<file path="src/logic/cpu_pkg.sv">
`default_nettype none

package cpu_pkg;

    localparam int XLEN       = 32;
    localparam int REG_ADDR_W = 5;

    localparam logic [XLEN-1:0] LED_ADDR    = 32'hFFFF_FF00;
    localparam logic [XLEN-1:0] SWITCH_ADDR = 32'hFFFF_FF04;

    // Writeback source select
    localparam logic [1:0] WB_ALU = 2'd0;
    localparam logic [1:0] WB_MEM = 2'd1;
    localparam logic [1:0] WB_PC4 = 2'd2;

    typedef enum logic [6:0] {
        OPC_OP     = 7'b0110011,
        OPC_OP_IMM = 7'b0010011,
        OPC_LOAD   = 7'b0000011,
        OPC_STORE  = 7'b0100011,
        OPC_BRANCH = 7'b1100011,
        OPC_JAL    = 7'b1101111
    } opcode_e;

    typedef enum logic [2:0] {
        ALU_ADD,
        ALU_SUB,
        ALU_AND,
        ALU_OR,
        ALU_XOR,
        ALU_SLT
    } alu_op_e;

    typedef struct packed {
        logic [6:0]            funct7;
        logic [REG_ADDR_W-1:0] rs2;
        logic [REG_ADDR_W-1:0] rs1;
        logic [2:0]            funct3;
        logic [REG_ADDR_W-1:0] rd;
        logic [6:0]            opcode;
    } r_fmt_t;

    typedef struct packed {
        logic [11:0]           imm;
        logic [REG_ADDR_W-1:0] rs1;
        logic [2:0]            funct3;
        logic [REG_ADDR_W-1:0] rd;
        logic [6:0]            opcode;
    } i_fmt_t;

    typedef struct packed {
        logic [6:0]            imm_hi;
        logic [REG_ADDR_W-1:0] rs2;
        logic [REG_ADDR_W-1:0] rs1;
        logic [2:0]            funct3;
        logic [4:0]            imm_lo;
        logic [6:0]            opcode;
    } s_fmt_t;

    typedef struct packed {
        logic                  imm_12;
        logic [5:0]            imm_10_5;
        logic [REG_ADDR_W-1:0] rs2;
        logic [REG_ADDR_W-1:0] rs1;
        logic [2:0]            funct3;
        logic [3:0]            imm_4_1;
        logic                  imm_11;
        logic [6:0]            opcode;
    } b_fmt_t;

    typedef struct packed {
        logic                  imm_20;
        logic [9:0]            imm_10_1;
        logic                  imm_11;
        logic [7:0]            imm_19_12;
        logic [REG_ADDR_W-1:0] rd;
        logic [6:0]            opcode;
    } j_fmt_t;

    typedef union packed {
        r_fmt_t r_fmt;
        i_fmt_t i_fmt;
        s_fmt_t s_fmt;
        b_fmt_t b_fmt;
        j_fmt_t j_fmt;
    } inst_u;

    typedef struct packed {
        alu_op_e    alu_op;
        logic       alu_src_imm;
        logic       mem_read;
        logic       mem_write;
        logic       reg_write;
        logic [1:0] wb_sel;
        logic       branch;
        logic       branch_ne;
        logic       jump;
    } ctrl_t;

    typedef struct packed {
        logic [XLEN-1:0] pc;
        inst_u           inst;
    } if_id_t;

    typedef struct packed {
        ctrl_t                 ctrl;
        logic [XLEN-1:0]       pc;
        logic [XLEN-1:0]       rs1_data;
        logic [XLEN-1:0]       rs2_data;
        logic [XLEN-1:0]       imm;
        logic [REG_ADDR_W-1:0] rs1;
        logic [REG_ADDR_W-1:0] rs2;
        logic [REG_ADDR_W-1:0] rd;
    } id_ex_t;

    typedef struct packed {
        ctrl_t                 ctrl;
        logic [XLEN-1:0]       alu_res;
        logic [XLEN-1:0]       store_data;
        logic [XLEN-1:0]       pc_4;
        logic [REG_ADDR_W-1:0] rd;
    } ex_mem_t;

    typedef struct packed {
        logic                  reg_write;
        logic [REG_ADDR_W-1:0] rd;
        logic [XLEN-1:0]       wb_data;
    } mem_wb_t;

endpackage

`default_nettype wire

</file>
<file path="src/logic/fetch_stage.sv">
`timescale 1ns/1ns
`default_nettype none

module fetch_stage (
    input  logic                      cpuclk,
    input  logic                      arst_n,
    input  logic                      run,
    input  logic                      stall,
    input  logic                      redirect,
    input  logic [cpu_pkg::XLEN-1:0]  redirect_pc,
    input  logic [cpu_pkg::XLEN-1:0]  imem_rdata,
    output logic [cpu_pkg::XLEN-1:0]  imem_addr,
    output cpu_pkg::if_id_t           if_id
);

    logic [cpu_pkg::XLEN-1:0] pc;

    assign imem_addr = pc;

    always_ff @(posedge cpuclk or negedge arst_n) begin
        if (!arst_n) begin
            pc    <= '0;
            if_id <= '0;
        end else if (run) begin                         // Held at 0 while the loader runs
            if (redirect) begin
                pc    <= redirect_pc;
                if_id <= '0;                            // Drop the wrong-path fetch
            end else if (!stall) begin
                pc         <= pc + 32'd4;
                if_id.pc   <= pc;
                if_id.inst <= imem_rdata;
            end
        end
    end

    pc_aligned_a: assert property (@(posedge cpuclk) disable iff (!arst_n)
        pc[1:0] == 2'b00);

endmodule

`default_nettype wire

</file>
<file path="config.mk">
export PLATFORM = sky130hd
export DESIGN_NAME = fetch_stage
export DESIGN_NICKNAME = d
export VERILOG_FILES = /design/src/logic/cpu_pkg.sv /design/src/logic/fetch_stage.sv
export SDC_FILE = /design/constraint.sdc
export NUM_CORES = 1
export LEC_CHECK = 0
export BUFFER_PORTS_ARGS = -buffer_cell sky130_fd_sc_hd__buf_4
export CAP_MARGIN = 5
export CELL_PAD_IN_SITES_DETAIL_PLACEMENT = 1
export CELL_PAD_IN_SITES_GLOBAL_PLACEMENT = 1
export CORE_ASPECT_RATIO = 0.5
export CORE_MARGIN = 2
export CORE_UTILIZATION = 37
export CTS_CLUSTER_DIAMETER = 80
export CTS_CLUSTER_SIZE = 40
export DETAILED_ROUTE_END_ITERATION = 8
export GPL_TIMING_DRIVEN = 1
export HOLD_SLACK_MARGIN = 0.05
export PLACE_DENSITY = 0.77
export SYNTH_ARGS = -nofsm -noshare
export SYNTH_HDL_FRONTEND = slang
export SYNTH_SLANG_ARGS = --single-unit
</file>
<file path="constraint.sdc">
create_clock -name cpuclk -period 2.2 [get_ports cpuclk]
set_input_delay 0.44 -clock cpuclk [delete_from_list [all_inputs] [get_ports cpuclk]]
set_output_delay 0.44 -clock cpuclk [all_outputs]
set_load 0.05 [all_outputs]
</file>
==> results.yml <==
setup_path:
  rr_startpoint: "imem_addr[3]"
  reg2reg_depth: 5
  path_cells: "ha_1 > and4b_2 > nand2_1 > or4_1 > o211ai_1"
  slowest_stage: "or4_1"
  required_ns: 2.47
  cp-start-kind: "flop"
  end_kind: "flop"
  worst-path-buf-inv: 0
  arrival_ns: 2.32
  critical_path.max_fanout: 6
  cpLargestDelayFamily: "simple AND/OR/NAND/NOR gates"
  cp-startpoint: "imem_addr[3]"
  cpPeakStageDelay_ns: 0.53
  cp.depth: 5
  crit_type: "reg -> reg"
routing:
  wl_per_cell_um: 18.8
  wl_um: 16200
  vias: 4663
  viasPerCell: 5.42
  drt_iter0_markers: 280
  drc: 0
  dr.pass1.iters: 4
  ant_nets: 0
min_path:
  hp-class: "in -> reg"
  hold_start: "redirect_pc[0]"
  hold_depth: 2
floorplan:
  floorplan.rows: 29
  io_pins: 165
  dieArea_mm2: 0.0139
  start_util_pct: 37.8
  core_area_mm2: 0.0126
  die_h_um: 84.3
  die_w_um: 165
clock_tree:
  cts_buffer_depth: 2
  cts.clk_slew.worst_paths_ns: 0.07
  h-tree-depth: 3
  root_buffer: "clkbuf_16"
  cts_sinks: 96
  cts_tree: "done"
  cts_buffers: 9
  worstSkewPairLatency_ns: 0.35
  cts_setup_buffers: 0
placement:
  io_buffers: 164
  gp_congestion: 0.847
  dp_hpwl_um: 11700
  place_area_mm2: 0.00629
  placed_cells: 843
  place_ws_ns: 0.129
cells_and_area:
  diodes: 0
  final_cells: 860
  syn_to_final_growth_pct: 38.0
  layout-drive-gt1-share_pct: 33.3
  nNetsFinal: 755
  fill_cells: 1507
  fin_area_mm2: 0.00658
yosys:
  syn_area_mm2: 0.00477
  synth_flop_cell: "dfrtp_1"
  synth_warnings: 0
  synth-seq-cells: 96
  avgSynthCellArea_um2: 9.13
  synthDistinctLibCells: 58
  synth_nets: 592
  async_reset_ff_share_pct: 100
  yosysSeqAreaShare_pct: 50.4
  synthCells: 522
  synth_edf_count: 0
grt:
  grt_usage_pct: 23.9
  grt_first_pass_wirelength_um: 26100
  grt_pass1_vias: 4963
  antenna_found_initial: 0
  grt_max_degree: 88
  gr-total-overflow: 0
timing:
  slew_headroom_pct: 66.6
  hold-worst-slack_ns: 0.332
  rsz0062_at_grt: "false"
  timing.fmax_mhz: 488
  finalClockSkew_ns: 0.00766
  finalMaxSlewViolations: 0
  setup_viol: 0
  finalCritPeriodShare_pct: 93.1
  worstMarginPinSlew_ns: 0.496
  min_period_ns: 2.05
  hold_viol: 0
  final.setup.tns_ns: 0
  setup_ws_ns: 0.151
pwr:
  vdd_drop_max_mv: 0.392
  p_leak_nw: 3.13
  cellPowerDensity_mw_per_mm2: 930
run_status:
  status: "finished, final reports clean"
flow_run:
  cap_viol_max_count: 0
cell families (layout without fill, tap and decap cells):
| group | count (synthesis) | after routing | share of synthesized area (%) |
|---|---|---|---|
| simple gates | 238 | 238 | 26.0 |
| compound gates | 131 | 131 | 16.4 |
| flops | 96 | 96 | 50.4 |
| buf+inv | 45 | 213 | 4.49 |
| mux | 11 | 11 | 2.52 |
| fa+ha+maj | 1 | 1 | 0.262 |
metrics by stage:
step	utilization (%)	power, mW
final	52.1	6.12
after global routing	52.1	6.39
after CTS	52.1	6.16
after detailed placement	49.8	4.62
after global placement	49.8	4.56
after floorplan	-	3.73
area by class of cell:
class,count,area [µm²],share of cell area [%]
Sequential cell,96,2400,36.5
Multi-Input combinational cell,381,2160,32.8
Timing Repair Buffer,192,1510,22.9
Clock buffer,10,229,3.48
Tap cell,170,213,3.23
Clock inverter,6,51.3,0.780
Inverter,5,18.8,0.285
placed cells by master (no fill, tap or decap), types with 3 or more instances in the layout:
| cell | n |
|---|---|
| buf_4 | 186 |
| nand2_1 | 140 |
| dfrtp_1 | 95 |
| o21ai_0 | 66 |
| a21oi_1 | 22 |
| and3_1 | 19 |
| nand3_1 | 15 |
| nand4_1 | 10 |
| or4_1 | 9 |
| clkbuf_16 | 9 |
| mux2_2 | 8 |
| nor2b_1 | 8 |
| o211ai_1 | 6 |
| o22ai_1 | 6 |
| buf_12 | 5 |
| inv_1 | 4 |
| o31ai_1 | 4 |
| nor2_1 | 4 |
| and2_1 | 3 |
| o41ai_1 | 3 |
| nand3_2 | 3 |
| nand4b_1 | 3 |
| a32oi_1 | 3 |
| a31oi_1 | 3 |
| mux2i_1 | 3 |
| clkinvlp_4 | 3 |
power breakdown:
group | internal, mW | switching (mW)
clock network | 0.785 | 0.750
registers | 2.02 | 0.269
logic | 0.736 | 1.57
total | 3.54 | 2.58
worst register-to-register path, stage by stage (launching register included):
cell and delay [ns]:
dfrtp_2 0.45, ha_1 0.27, and4b_2 0.35, nand2_1 0.19, or4_1 0.53, o211ai_1 0.19
registers in the layout, summed over array words and instances, names as in the netlist:
name and count:
if_id 64, imem_addr 32
per-layer routing:
metal	share of wire, %	vias up	global-route usage [%]
met5	0	-	0
met4	1.5	0	6.80
met3	6.2	24	4.20
met2	47	144	39.3
met1	45	2297	32.7
li1	-	2198	-
Yosys cell counts, drive strengths merged, types with 5 or more instances:
cell type	instances	share of area, %
o22ai	6	0.79
and3	20	2.7
nor2b	8	1.0
a21oi	22	2.3
nand4	12	2.0
mux2	8	1.9
nand3	18	2.2
o21ai	66	6.9
dfrtp	96	50
or4	9	1.4
o211ai	6	0.94
clkbuf	23	1.8
nand2	141	11
buf	17	2.3
inv	5	0.39
path summary, 6_finish.rpt:
path / endpoint / slack (ns)
worst min register to register: if_id[50] / 0.48
worst max register to register: imem_addr[30] / 0.15
worst max-delay path: imem_addr[30] / 0.15
max in group asynchronous: if_id[56] / 1.01
worst min-delay path: imem_addr[0] / 0.33
min in group asynchronous: if_id[48] / 0.58
repair_timing:
item | 4_1_cts | 5_1_grt
hold buffers | 1 | 0
hold endpoints to repair | 11 | 0
resized for setup | 0 | 1
setup endpoints to repair | 0 | 1
Power figures use the tool's default switching activity.
