[config.mk]
export PLATFORM = sky130hd
export DESIGN_NAME = access_stage
export DESIGN_NICKNAME = d
export VERILOG_FILES = /design/src/logic/cpu_pkg.sv /design/src/logic/access_stage.sv
export SDC_FILE = /design/constraint.sdc
export NUM_CORES = 1
export LEC_CHECK = 0
export BUFFER_PORTS_ARGS = -buffer_cell sky130_fd_sc_hd__buf_2
export CORE_AREA = 5 5 95 97
export CTS_BUF_LIST = sky130_fd_sc_hd__clkbuf_16
export CTS_CLUSTER_SIZE = 24
export DETAILED_ROUTE_END_ITERATION = 16
export DIE_AREA = 0 0 100 102
export PLACE_DENSITY = 0.65
export SKIP_LAST_GASP = 1
export SYNTH_ARGS = -nofsm -noshare
export SYNTH_HDL_FRONTEND = slang
export SYNTH_SLANG_ARGS = --single-unit
[constraint.sdc]
create_clock -name cpuclk -period 0.9 [get_ports cpuclk]
set_input_delay 0.045 -clock cpuclk [delete_from_list [all_inputs] [get_ports cpuclk]]
set_output_delay 0.045 -clock cpuclk [all_outputs]
set_load 0.05 [all_outputs]
[src/logic/cpu_pkg.sv]
`default_nettype none

package cpu_pkg;

    localparam int XLEN       = 32;
    localparam int REG_ADDR_W = 5;

    localparam logic [XLEN-1:0] LED_ADDR    = 32'hFFFF_FF00;
    localparam logic [XLEN-1:0] SWITCH_ADDR = 32'hFFFF_FF04;

    // Writeback source select
    localparam logic [1:0] WB_ALU = 2'd0;
    localparam logic [1:0] WB_MEM = 2'd1;
    localparam logic [1:0] WB_PC4 = 2'd2;

    typedef enum logic [6:0] {
        OPC_OP     = 7'b0110011,
        OPC_OP_IMM = 7'b0010011,
        OPC_LOAD   = 7'b0000011,
        OPC_STORE  = 7'b0100011,
        OPC_BRANCH = 7'b1100011,
        OPC_JAL    = 7'b1101111
    } opcode_e;

    typedef enum logic [2:0] {
        ALU_ADD,
        ALU_SUB,
        ALU_AND,
        ALU_OR,
        ALU_XOR,
        ALU_SLT
    } alu_op_e;

    typedef struct packed {
        logic [6:0]            funct7;
        logic [REG_ADDR_W-1:0] rs2;
        logic [REG_ADDR_W-1:0] rs1;
        logic [2:0]            funct3;
        logic [REG_ADDR_W-1:0] rd;
        logic [6:0]            opcode;
    } r_fmt_t;

    typedef struct packed {
        logic [11:0]           imm;
        logic [REG_ADDR_W-1:0] rs1;
        logic [2:0]            funct3;
        logic [REG_ADDR_W-1:0] rd;
        logic [6:0]            opcode;
    } i_fmt_t;

    typedef struct packed {
        logic [6:0]            imm_hi;
        logic [REG_ADDR_W-1:0] rs2;
        logic [REG_ADDR_W-1:0] rs1;
        logic [2:0]            funct3;
        logic [4:0]            imm_lo;
        logic [6:0]            opcode;
    } s_fmt_t;

    typedef struct packed {
        logic                  imm_12;
        logic [5:0]            imm_10_5;
        logic [REG_ADDR_W-1:0] rs2;
        logic [REG_ADDR_W-1:0] rs1;
        logic [2:0]            funct3;
        logic [3:0]            imm_4_1;
        logic                  imm_11;
        logic [6:0]            opcode;
    } b_fmt_t;

    typedef struct packed {
        logic                  imm_20;
        logic [9:0]            imm_10_1;
        logic                  imm_11;
        logic [7:0]            imm_19_12;
        logic [REG_ADDR_W-1:0] rd;
        logic [6:0]            opcode;
    } j_fmt_t;

    typedef union packed {
        r_fmt_t r_fmt;
        i_fmt_t i_fmt;
        s_fmt_t s_fmt;
        b_fmt_t b_fmt;
        j_fmt_t j_fmt;
    } inst_u;

    typedef struct packed {
        alu_op_e    alu_op;
        logic       alu_src_imm;
        logic       mem_read;
        logic       mem_write;
        logic       reg_write;
        logic [1:0] wb_sel;
        logic       branch;
        logic       branch_ne;
        logic       jump;
    } ctrl_t;

    typedef struct packed {
        logic [XLEN-1:0] pc;
        inst_u           inst;
    } if_id_t;

    typedef struct packed {
        ctrl_t                 ctrl;
        logic [XLEN-1:0]       pc;
        logic [XLEN-1:0]       rs1_data;
        logic [XLEN-1:0]       rs2_data;
        logic [XLEN-1:0]       imm;
        logic [REG_ADDR_W-1:0] rs1;
        logic [REG_ADDR_W-1:0] rs2;
        logic [REG_ADDR_W-1:0] rd;
    } id_ex_t;

    typedef struct packed {
        ctrl_t                 ctrl;
        logic [XLEN-1:0]       alu_res;
        logic [XLEN-1:0]       store_data;
        logic [XLEN-1:0]       pc_4;
        logic [REG_ADDR_W-1:0] rd;
    } ex_mem_t;

    typedef struct packed {
        logic                  reg_write;
        logic [REG_ADDR_W-1:0] rd;
        logic [XLEN-1:0]       wb_data;
    } mem_wb_t;

endpackage

`default_nettype wire

[src/logic/access_stage.sv]
`timescale 1ns/1ns
`default_nettype none

module access_stage (
    input  logic                     cpuclk,
    input  logic                     arst_n,
    input  cpu_pkg::ex_mem_t         ex_mem,
    input  logic [cpu_pkg::XLEN-1:0] dmem_rdata,
    output logic [cpu_pkg::XLEN-1:0] dmem_addr,
    output logic [cpu_pkg::XLEN-1:0] dmem_wdata,
    output logic                     dmem_we,
    output cpu_pkg::mem_wb_t         mem_wb
);

    logic [cpu_pkg::XLEN-1:0] wb_data;

    assign dmem_addr  = ex_mem.alu_res;
    assign dmem_wdata = ex_mem.store_data;
    assign dmem_we    = ex_mem.ctrl.mem_write;

    always_comb begin
        case (ex_mem.ctrl.wb_sel)
            cpu_pkg::WB_MEM: wb_data = dmem_rdata;      // Read is combinational
            cpu_pkg::WB_PC4: wb_data = ex_mem.pc_4;
            default:         wb_data = ex_mem.alu_res;
        endcase
    end

    always_ff @(posedge cpuclk or negedge arst_n) begin
        if (!arst_n) begin
            mem_wb <= '0;
        end else begin
            mem_wb.reg_write <= ex_mem.ctrl.reg_write;
            mem_wb.rd        <= ex_mem.rd;
            mem_wb.wb_data   <= wb_data;
        end
    end

endmodule

`default_nettype wire

==> summary.txt, run 1 <==
Status
  – Outcome: complete, no violations

Layout
  – Area Overhead vs Synth: 44.50%
  – Fill count: around 820
  – Commonest non-fill, non-tap cell in the layout: buf_2
  – Final nets: 490
  – Share of post-route cells with drive strength above 1: 0.5526
  – Largest regs: mem_wb x38
  – Largest register FFs: 38
  – Largest Register: mem_wb
  – Most frequent cells in the layout: buf_2, dfrtp_1, a22oi_1, nand2_1
  – Diode count: 0
  – Final Cell Area: 0.003010 mm^2

Place
  – Final HPWL DP: about 6000 um
  – Port bufs: roughly 180
  – Routability cong.: roughly 0.79
  – Dpl ws: -0.1278 ns
  – Placed Instance Area: 0.002629 mm^2

Logic synthesis
  – Synthesized-area fraction occupied by adder cells: 0.01201
  – Xor and xnor fraction of the mapped netlist area: 0
  – Synthesized cell area: 0.002083 mm^2
  – Compound-Gate Fraction of Synth Area: 0.1922
  – Syn. warnings: 0
  – Syn_area_per_cell: 9.645 um^2
  – Synth cell types: 10
  – #FFs+latches synth: 38
  – Post-synthesis cell count: around 220
  – Register area share after synthesis: 0.4565
  – Largest family of logic cells by synthesized area: buffers and inverters
  – Post-Syn Nets: between 300 and 400
  – Synth Area in Simple Gates: 0.05766
  – Post-synthesis mux area share: 0

Timing
  – Slew margin rel.: 0.8240
  – Minimum hold slack: 0.003897 ns
  – Tcrit/Tclk final: 0.9795
  – Slew @ Worst Pin: approximately 0.27 ns
  – Final setup margin: 0.01849 ns
  – Final setup violation count: 0
  – Crit path time final: 0.8815 ns
  – Final Max Slew Viols: 0
  – FMAX: 1134 MHz
  – Hold Vio Cnt, Final: 0

Critical path
  – CP Buf/Inv Count: 1
  – Critical Path AT: 0.84 ns
  – CP top delay family: flip-flops
  – Slowest-stage cell, CP: dfrtp_1
  – Critical path type: register to output pin
  – CP Capture Type: output pin
  – Crit path launch type: register
  – Worst Path Max Fanout: 1
  – Worst path cell trace: buf_2
  – Slowest stage delay, CP: 0.31 ns
  – Worst EP required: 0.85 ns

Power
  – Pwr/cell area: approximately 1900 mW/mm^2
  – Leakage: around 1.6 nW
  – Worst vdd rail ir drop: 712.6 uV

GRT
  – Vias in the first global route: 1945
  – Congestion Overflow GR: 0
  – First-pass GRT wire length: 10340 um
  – GR Util All Layers: 0.1320
  – Initial antenna violation count: 1
  – Largest net degree at the start of global routing: 39

Clocking
  – Clock sink total: 38
  – Post-CTS setup buffers: 0
  – CTS Buf Count: 5
  – Clock root buffer: clkbuf_16
  – Worst-path clk slew: 0.05 ns
  – TritonCTS clock tree: yes
  – CTS H-tree lvls: 2
  – Maximum clock insertion buffer count: 2

Hold path
  – Worst min path class: primary input to register

Drt
  – Vias post-DR: 1924
  – ANT nets after route: 0
  – DRT iter0 DRCs: 67
  – Drt wl/cell: ~16 um
  – Final WL: 7337 um
  – DRT Pass-1 Iters: 4
  – Vias per inst: ~4.3
  – DRC viols: 0

Floorplan
  – Die Y: 102 um
  – Die ar.: approximately 0.01 mm^2
  – Floorplan row count: 33
  – Initial Util: 0.2587
  – Core Area: 0.008051 mm^2
  – Die W: 100 um
  – I/O Pins: 250

Job
  – Max-cap violations: 0
per-stage QoR:
step,util,instances,total power [mW],TNS (ns)
finish,0.3739,447,5.580,0
global route,0.3739,447,5.832,-0.01140
CTS,0.3675,447,5.591,0
detailed placement,0.3265,425,3.838,-3.005
global placement,0.3265,425,3.819,-2.481
floorplan,-,216,3.673,0
worst paths after layout:
| path | start | end | slack [ns] | cells past startpoint |
|---|---|---|---|---|
| hold / removal | ex_mem[93] | mem_wb[24] | 0.004 | 3 |
| max in group asynchronous | arst_n | mem_wb[0] | 0.44 | 3 |
| setup / recovery | mem_wb[31] | mem_wb[31] | 0.02 | 1 |
| min in group asynchronous | arst_n | mem_wb[32] | 0.28 | 3 |
tightest hold or removal path: stages:
cell	delay (ns)
buf_2	0.09
nand2_1	0.04
o21ai_1	0.06
power breakdown:
group / switching, mW / internal (mW) / total, mW / leakage, nW
Clock: 0.620 / 1.00 / 1.62 / 0.0724
Combinational: 1.37 / 0.655 / 2.03 / 1.04
Sequential: 0.0503 / 1.88 / 1.93 / 0.469
per-layer routing:
layer | GRT usage | vias up | wire [um]
met1 | 0.1343 | 871 | 2349
li1 | - | 916 | -
met5 | 0 | - | 8
met3 | 0.04300 | 16 | 849
met2 | 0.2468 | 119 | 3956
met4 | 0.05803 | 2 | 173
synth_stat cells:
cell	instances	share of area
ha_1	2	0.012
o21ai_1	30	0.072
buf_4	68	0.25
o21ai_0	2	0.0048
buf_2	7	0.017
dfrtp_1	38	0.46
a22oi_1	32	0.12
buf_6	3	0.016
nand2_1	32	0.058
inv_1	2	0.0036
cells by family (layout without fill, tap and decap cells):
group	Yosys count	in the layout
simple gates	32	32
compound gates	64	64
buf+inv	80	206
flops	38	38
fa+ha+maj	2	2
timing repair:
action                                  in CTS  in global routing
gates cloned                                 0                  0
hold buffers                                14                  0
pin swaps                                    0                  0
endpoints found under the setup margin      21                 19
resized for setup                           21                 29
hold endpoints to repair                    51                  0
area by class of cell:
class                   instances  area (um^2)  share of cell area
clock buffers                   5        125.1             0.04156
multi-input cells              98        548.0              0.1820
clock inverters                 3        12.51            0.004156
well taps                     105        131.4             0.04364
inverters                       2        7.507            0.002494
repair buffers                196         1235              0.4102
flip-flops and latches         38        950.9              0.3159
(Power assumes the default switching activity.)
==> run 2, diff against run 1 <==
--- a/config.mk
+++ b/config.mk
@@ -11,7 +11,7 @@
 export CTS_CLUSTER_SIZE = 24
 export DETAILED_ROUTE_END_ITERATION = 16
 export DIE_AREA = 0 0 100 102
-export PLACE_DENSITY = 0.65
+export PLACE_DENSITY = 0.68
 export SKIP_LAST_GASP = 1
 export SYNTH_ARGS = -nofsm -noshare
 export SYNTH_HDL_FRONTEND = slang
==> constraint.sdc (replaced) <==
create_clock -name cpuclk -period 0.8 [get_ports cpuclk]
set_input_delay 0.04 -clock cpuclk [delete_from_list [all_inputs] [get_ports cpuclk]]
set_output_delay 0.04 -clock cpuclk [all_outputs]
set_load 0.05 [all_outputs]
==> summary.txt, run 2 (same netlist as run 1, synthesis figures left out) <==
Critical path
  – Worst path cell trace: buf_6
  – Worst EP required: 0.76 ns
  – Slowest-stage cell, CP: dfrtp_1
  – CP top delay family: flip-flops
  – Slowest stage delay, CP: between 0.3 and 0.4 ns
  – Critical Path AT: 0.82 ns
  – Critical path type: register to output pin
  – CP Capture Type: output pin
  – Setup crit start: mem_wb[9]
  – Crit path depth: 1
  – CP Buf/Inv Count: 1
  – Worst Path Max Fanout: 1
  – Crit path launch type: register
  – Crit path to: mem_wb[9]

Status
  – Failing checks: negative setup slack
  – Outcome: finished, violations left

Timing
  – Hold Vio Cnt, Final: 0
  – Minimum hold slack: 0.004621 ns
  – Crit path time final: 0.8577 ns
  – FMAX: 1166 MHz
  – Final setup violation count: 38
  – Final setup margin: -0.05769 ns
  – Slew margin rel.: 0.7255
  – RSZ-0062 raised after global routing: true
  – Slew @ Worst Pin: 0.4117 ns
  – Final Max Slew Viols: 0
  – Tcrit/Tclk final: 1.072

Layout
  – Fill count: 797
  – Sequential cell area: 950.9 um^2
  – Largest regs: mem_wb x38
  – Finished Layout Cells: 453
  – Largest Register: mem_wb
  – Share of post-route cells with drive strength above 1: 0.5489
  – Diode count: 0
  – Largest register FFs: 38
  – Area Overhead vs Synth: 54.89%
  – Most frequent cells in the layout: buf_2, dfrtp_1, buf_6, nand2_1, o21ai_1
  – Util after Layout: 0.4008
  – Commonest non-fill, non-tap cell in the layout: buf_2
  – Final nets: 496
  – Multi-input logic area: 563.0 um^2

Floorplan
  – I/O Pins: 250
  – Initial Util: 0.2587
  – Floorplan row count: 33
  – Core Area: 0.008051 mm^2
  – Die ar.: 0.01020 mm^2
  – Die W: about 100 um
  – Die Y: 102 um

GRT
  – Congestion Overflow GR: 0
  – Largest net degree at the start of global routing: 39
  – Initial antenna violation count: 0
  – First-pass GRT wire length: about 11000 um
  – GR Util All Layers: 0.1385
  – Vias in the first global route: roughly 2100

Clocking
  – Post-CTS setup buffers: 0
  – Maximum clock insertion buffer count: 2
  – Clock sink total: 38
  – Clock root buffer: clkbuf_16
  – CTS Buf Count: 5
  – TritonCTS clock tree: yes
  – Worst-path clk slew: 0.06 ns
  – CTS H-tree lvls: 2

Power
  – Reg power frac: 0.324
  – Leakage: 1.646 nW
  – Pwr/cell area: 2114 mW/mm^2
  – Clk pwr share: 0.318
  – Worst vdd rail ir drop: 1128 uV
  – NetSw: around 2.4 mW
  – Switch share: 0.3475
  – Comb pwr share: 0.358
  – Tot Pwr: 6.820 mW
  – Internal Pwr Total: ~4.4 mW

Place
  – Dpl ws: -0.2097 ns
  – Final HPWL DP: 5947 um
  – Cells after DPL: between 400 and 500
  – Port bufs: 175
  – Routability cong.: 0.7672

Drt
  – ANT nets after route: 0
  – Vias per inst: around 4.3
  – DRC viols: 0
  – DRT Pass-1 Iters: 4
  – Final WL: between 7000 and 8000 um
  – DRT iter0 DRCs: 38
  – Vias post-DR: between 1500 and 2000
  – Drt wl/cell: approximately 17 um

Job
  – Max-cap violations: 0

Hold path
  – Worst min path class: primary input to register
## run 2: final cells by class
type,count,area share
inverter,2,0.002326
clock buffer,5,0.03877
multi-input combinational,98,0.1745
tap,105,0.04071
sequential,38,0.2947
clock inverter,3,0.01241
timing repair buffer,202,0.4366
## run 2: worst min path at each step
stage               cells past startpoint          to       start  slack, ns
floorplan                               0   mem_wb[0]      arst_n      -0.26
global placement                        2  mem_wb[16]      arst_n       0.03
detailed placement                      2  mem_wb[11]      arst_n       0.03
CTS                                     3  mem_wb[27]  ex_mem[96]      0.003
global route                            3  mem_wb[24]  ex_mem[93]       0.02
finish                                  3  mem_wb[21]  ex_mem[90]      0.005
## run 2: stage by stage
step                area [um^2]  TNS [ns]
floorplan                  2140         0
global placement           2599    -5.346
detailed placement         2599    -5.853
CTS                        3222    -1.844
global route               3227    -2.408
finish                     3227    -1.427
## run 2: routing by layer
| layer | global-route usage | wire length [um] | part of all wire |
|---|---|---|---|
| met1 | 0.1373 | 2526 | 0.33 |
| met5 | 0 | 0 | 0 |
| met4 | 0.05492 | 216 | 0.028 |
| met3 | 0.05529 | 933 | 0.12 |
| met2 | 0.2586 | 4055 | 0.52 |
## run 2: repair_timing
item / CTS / global route
setup endpoints to repair: 38 / 39
hold endpoints to repair: 59 / 0
hold buffers: 22 / 0
gates resized for setup: 76 / 1
## run 2: power groups by stage
stage               Clock [mW]  Sequential (mW)  Combinational (mW)
floorplan                    0             2.91                1.29
global placement             0             2.19                2.10
detailed placement           0             2.20                2.12
CTS                       2.25             2.21                2.44
global route              2.32             2.23                2.56
finish                    2.17             2.21                2.44
==> run 3, diff against run 2 <==
--- a/config.mk
+++ b/config.mk
@@ -12,6 +12,7 @@
 export DETAILED_ROUTE_END_ITERATION = 16
 export DIE_AREA = 0 0 100 102
 export PLACE_DENSITY = 0.68
+export RECOVER_POWER = 25
 export SKIP_LAST_GASP = 1
 export SYNTH_ARGS = -nofsm -noshare
 export SYNTH_HDL_FRONTEND = slang
==> summary.txt, run 3 (same netlist as run 1, synthesis figures left out) <==
Layout
  – Share of post-route cells with drive strength above 1: 0.5460
  – Largest Register: mem_wb
  – Commonest non-fill, non-tap cell in the layout: buf_2
  – Largest regs: mem_wb x38
  – Final Cell Area: about 0.0032 mm^2
  – Largest register FFs: 38
  – Most frequent cells in the layout: buf_2, dfrtp_1, buf_6, nand2_1, o21ai_1
  – Area Overhead vs Synth: 54.83%
  – Final nets: 496
  – Diode count: 0

Drt
  – Met1 WL: around 2500 um
  – Vias per inst: 4.313
  – Routed length on met2: 4055 um
  – ANT nets after route: 0
  – Drt wl/cell: 17.07 um
  – DRT iter0 DRCs: 38
  – Vias post-DR: 1954
  – Final WL: 7733 um
  – Max Used Layer: met4
  – DRT Pass-1 Iters: 4
  – DRC viols: 0
  – Met3 Wirelength: a little over 900 um

Critical path
  – Slowest stage delay, CP: 0.39 ns
  – Crit path to: mem_wb[9]
  – CP Buf/Inv Count: 1
  – Critical path type: register to output pin
  – Setup crit start: mem_wb[9]
  – Slowest-stage cell, CP: dfrtp_1
  – Worst path cell trace: buf_6
  – CP top delay family: flip-flops
  – Critical Path AT: 0.82 ns
  – CP Capture Type: output pin
  – Worst EP required: 0.76 ns
  – Crit path launch type: register
  – Crit path depth: 1
  – Worst Path Max Fanout: 1

Power
  – Tot Pwr: 6.819 mW
  – Leakage: 1.643 nW
  – Pwr/cell area: about 2100 mW/mm^2
  – Worst vdd rail ir drop: 1128 uV

Timing
  – Tcrit/Tclk final: 1.072
  – Final Max Slew Viols: 0
  – Final setup margin: -0.05761 ns
  – Slew @ Worst Pin: 0.6098 ns
  – FMAX: 1166 MHz
  – Hold Vio Cnt, Final: 0
  – RSZ-0062 raised after global routing: true
  – Slew margin rel.: 0.5952
  – Final setup violation count: 38
  – Minimum hold slack: 0.004621 ns
  – Crit path time final: 0.8576 ns

Place
  – Port bufs: around 180
  – Routability cong.: 0.7672
  – Placed Instance Area: 0.002599 mm^2
  – Final HPWL DP: 5947 um

Clocking
  – Worst-path clk slew: ~0.06 ns
  – Clock sink total: 38
  – Maximum clock insertion buffer count: 2
  – Clock root buffer: clkbuf_16
  – CTS H-tree lvls: 2
  – CTS Buf Count: 5
  – Post-CTS setup buffers: 0
  – TritonCTS clock tree: yes

Floorplan
  – Die W: about 100 um
  – Core Area: 0.008051 mm^2
  – I/O Pins: 250
  – Floorplan row count: 33
  – Initial Util: 0.2587
  – Die Y: 102 um
  – Die ar.: 0.01020 mm^2

Status
  – Outcome: finished, violations left
  – Failing checks: negative setup slack

GRT
  – Vias in the first global route: 2081
  – First-pass GRT wire length: 10950 um
  – Congestion Overflow GR: 0
  – Initial antenna violation count: 0
  – Largest net degree at the start of global routing: 39
  – GR Util All Layers: 0.1385

Hold path
  – Worst min path class: primary input to register

Job
  – Max-cap violations: 0
run 3: cell count changes in the layout (fill, tap and decap cells not counted), sizes merged:
cell    previous run  this run
buf              180       179
clkbuf             5         6
run 3: power breakdown:
part | switching [mW] | total [mW] | internal [mW]
Clock | 0.714 | 2.17 | 1.46
Sequential | 0.0936 | 2.21 | 2.12
Combinational | 1.56 | 2.44 | 0.875
Total | 2.37 | 6.82 | 4.45
run 3: area by class of cell:
class                      count  area (um^2)
clock buffer                   5        125.1
clock inverter                 3        40.04
fill                         798         4826
inverter                       2        7.507
multi-input combinational     98        563.0
sequential                    38        950.9
tap                          105        131.4
timing repair buffer         202         1408
run 3: how the worst min path moves through the flow:
| stage | startpoint | to | slack, ns | cells after the start |
|---|---|---|---|---|
| 2_1_floorplan | arst_n | mem_wb[0] | -0.26 | 0 |
| 3_3_place_gp | arst_n | mem_wb[16] | 0.03 | 2 |
| 3_5_place_dp | arst_n | mem_wb[11] | 0.03 | 2 |
| 4_1_cts | ex_mem[96] | mem_wb[27] | 0.003 | 3 |
| 5_1_grt | ex_mem[93] | mem_wb[24] | 0.02 | 3 |
| 6_report | ex_mem[90] | mem_wb[21] | 0.005 | 3 |
run 3: routing by layer:
| metal | GRT usage | vias to the layer above |
|---|---|---|
| met2 | 0.2586 | 116 |
| met4 | 0.05492 | 0 |
| met1 | 0.1373 | 880 |
| li1 | - | 932 |
| met3 | 0.05529 | 26 |
| met5 | 0 | - |
run 3: stage by stage:
stage / setup TNS [ns] / util / setup WS [ns] / cells
finish: -1.427 / 0.4006 / -0.05761 / 453
global placement: -5.346 / 0.3228 / -0.1897 / 423
CTS: -1.844 / 0.4002 / -0.07137 / 453
detailed placement: -5.853 / 0.3228 / -0.2097 / 423
floorplan: 0 / - / 0.008261 / 216
global route: -2.408 / 0.4006 / -0.08242 / 453
run 3: timing repair:
item,CTS,global route
setup endpoints to repair,38,39
gates resized for setup,76,1
endpoints found under the hold margin,59,0
hold buffers,22,0
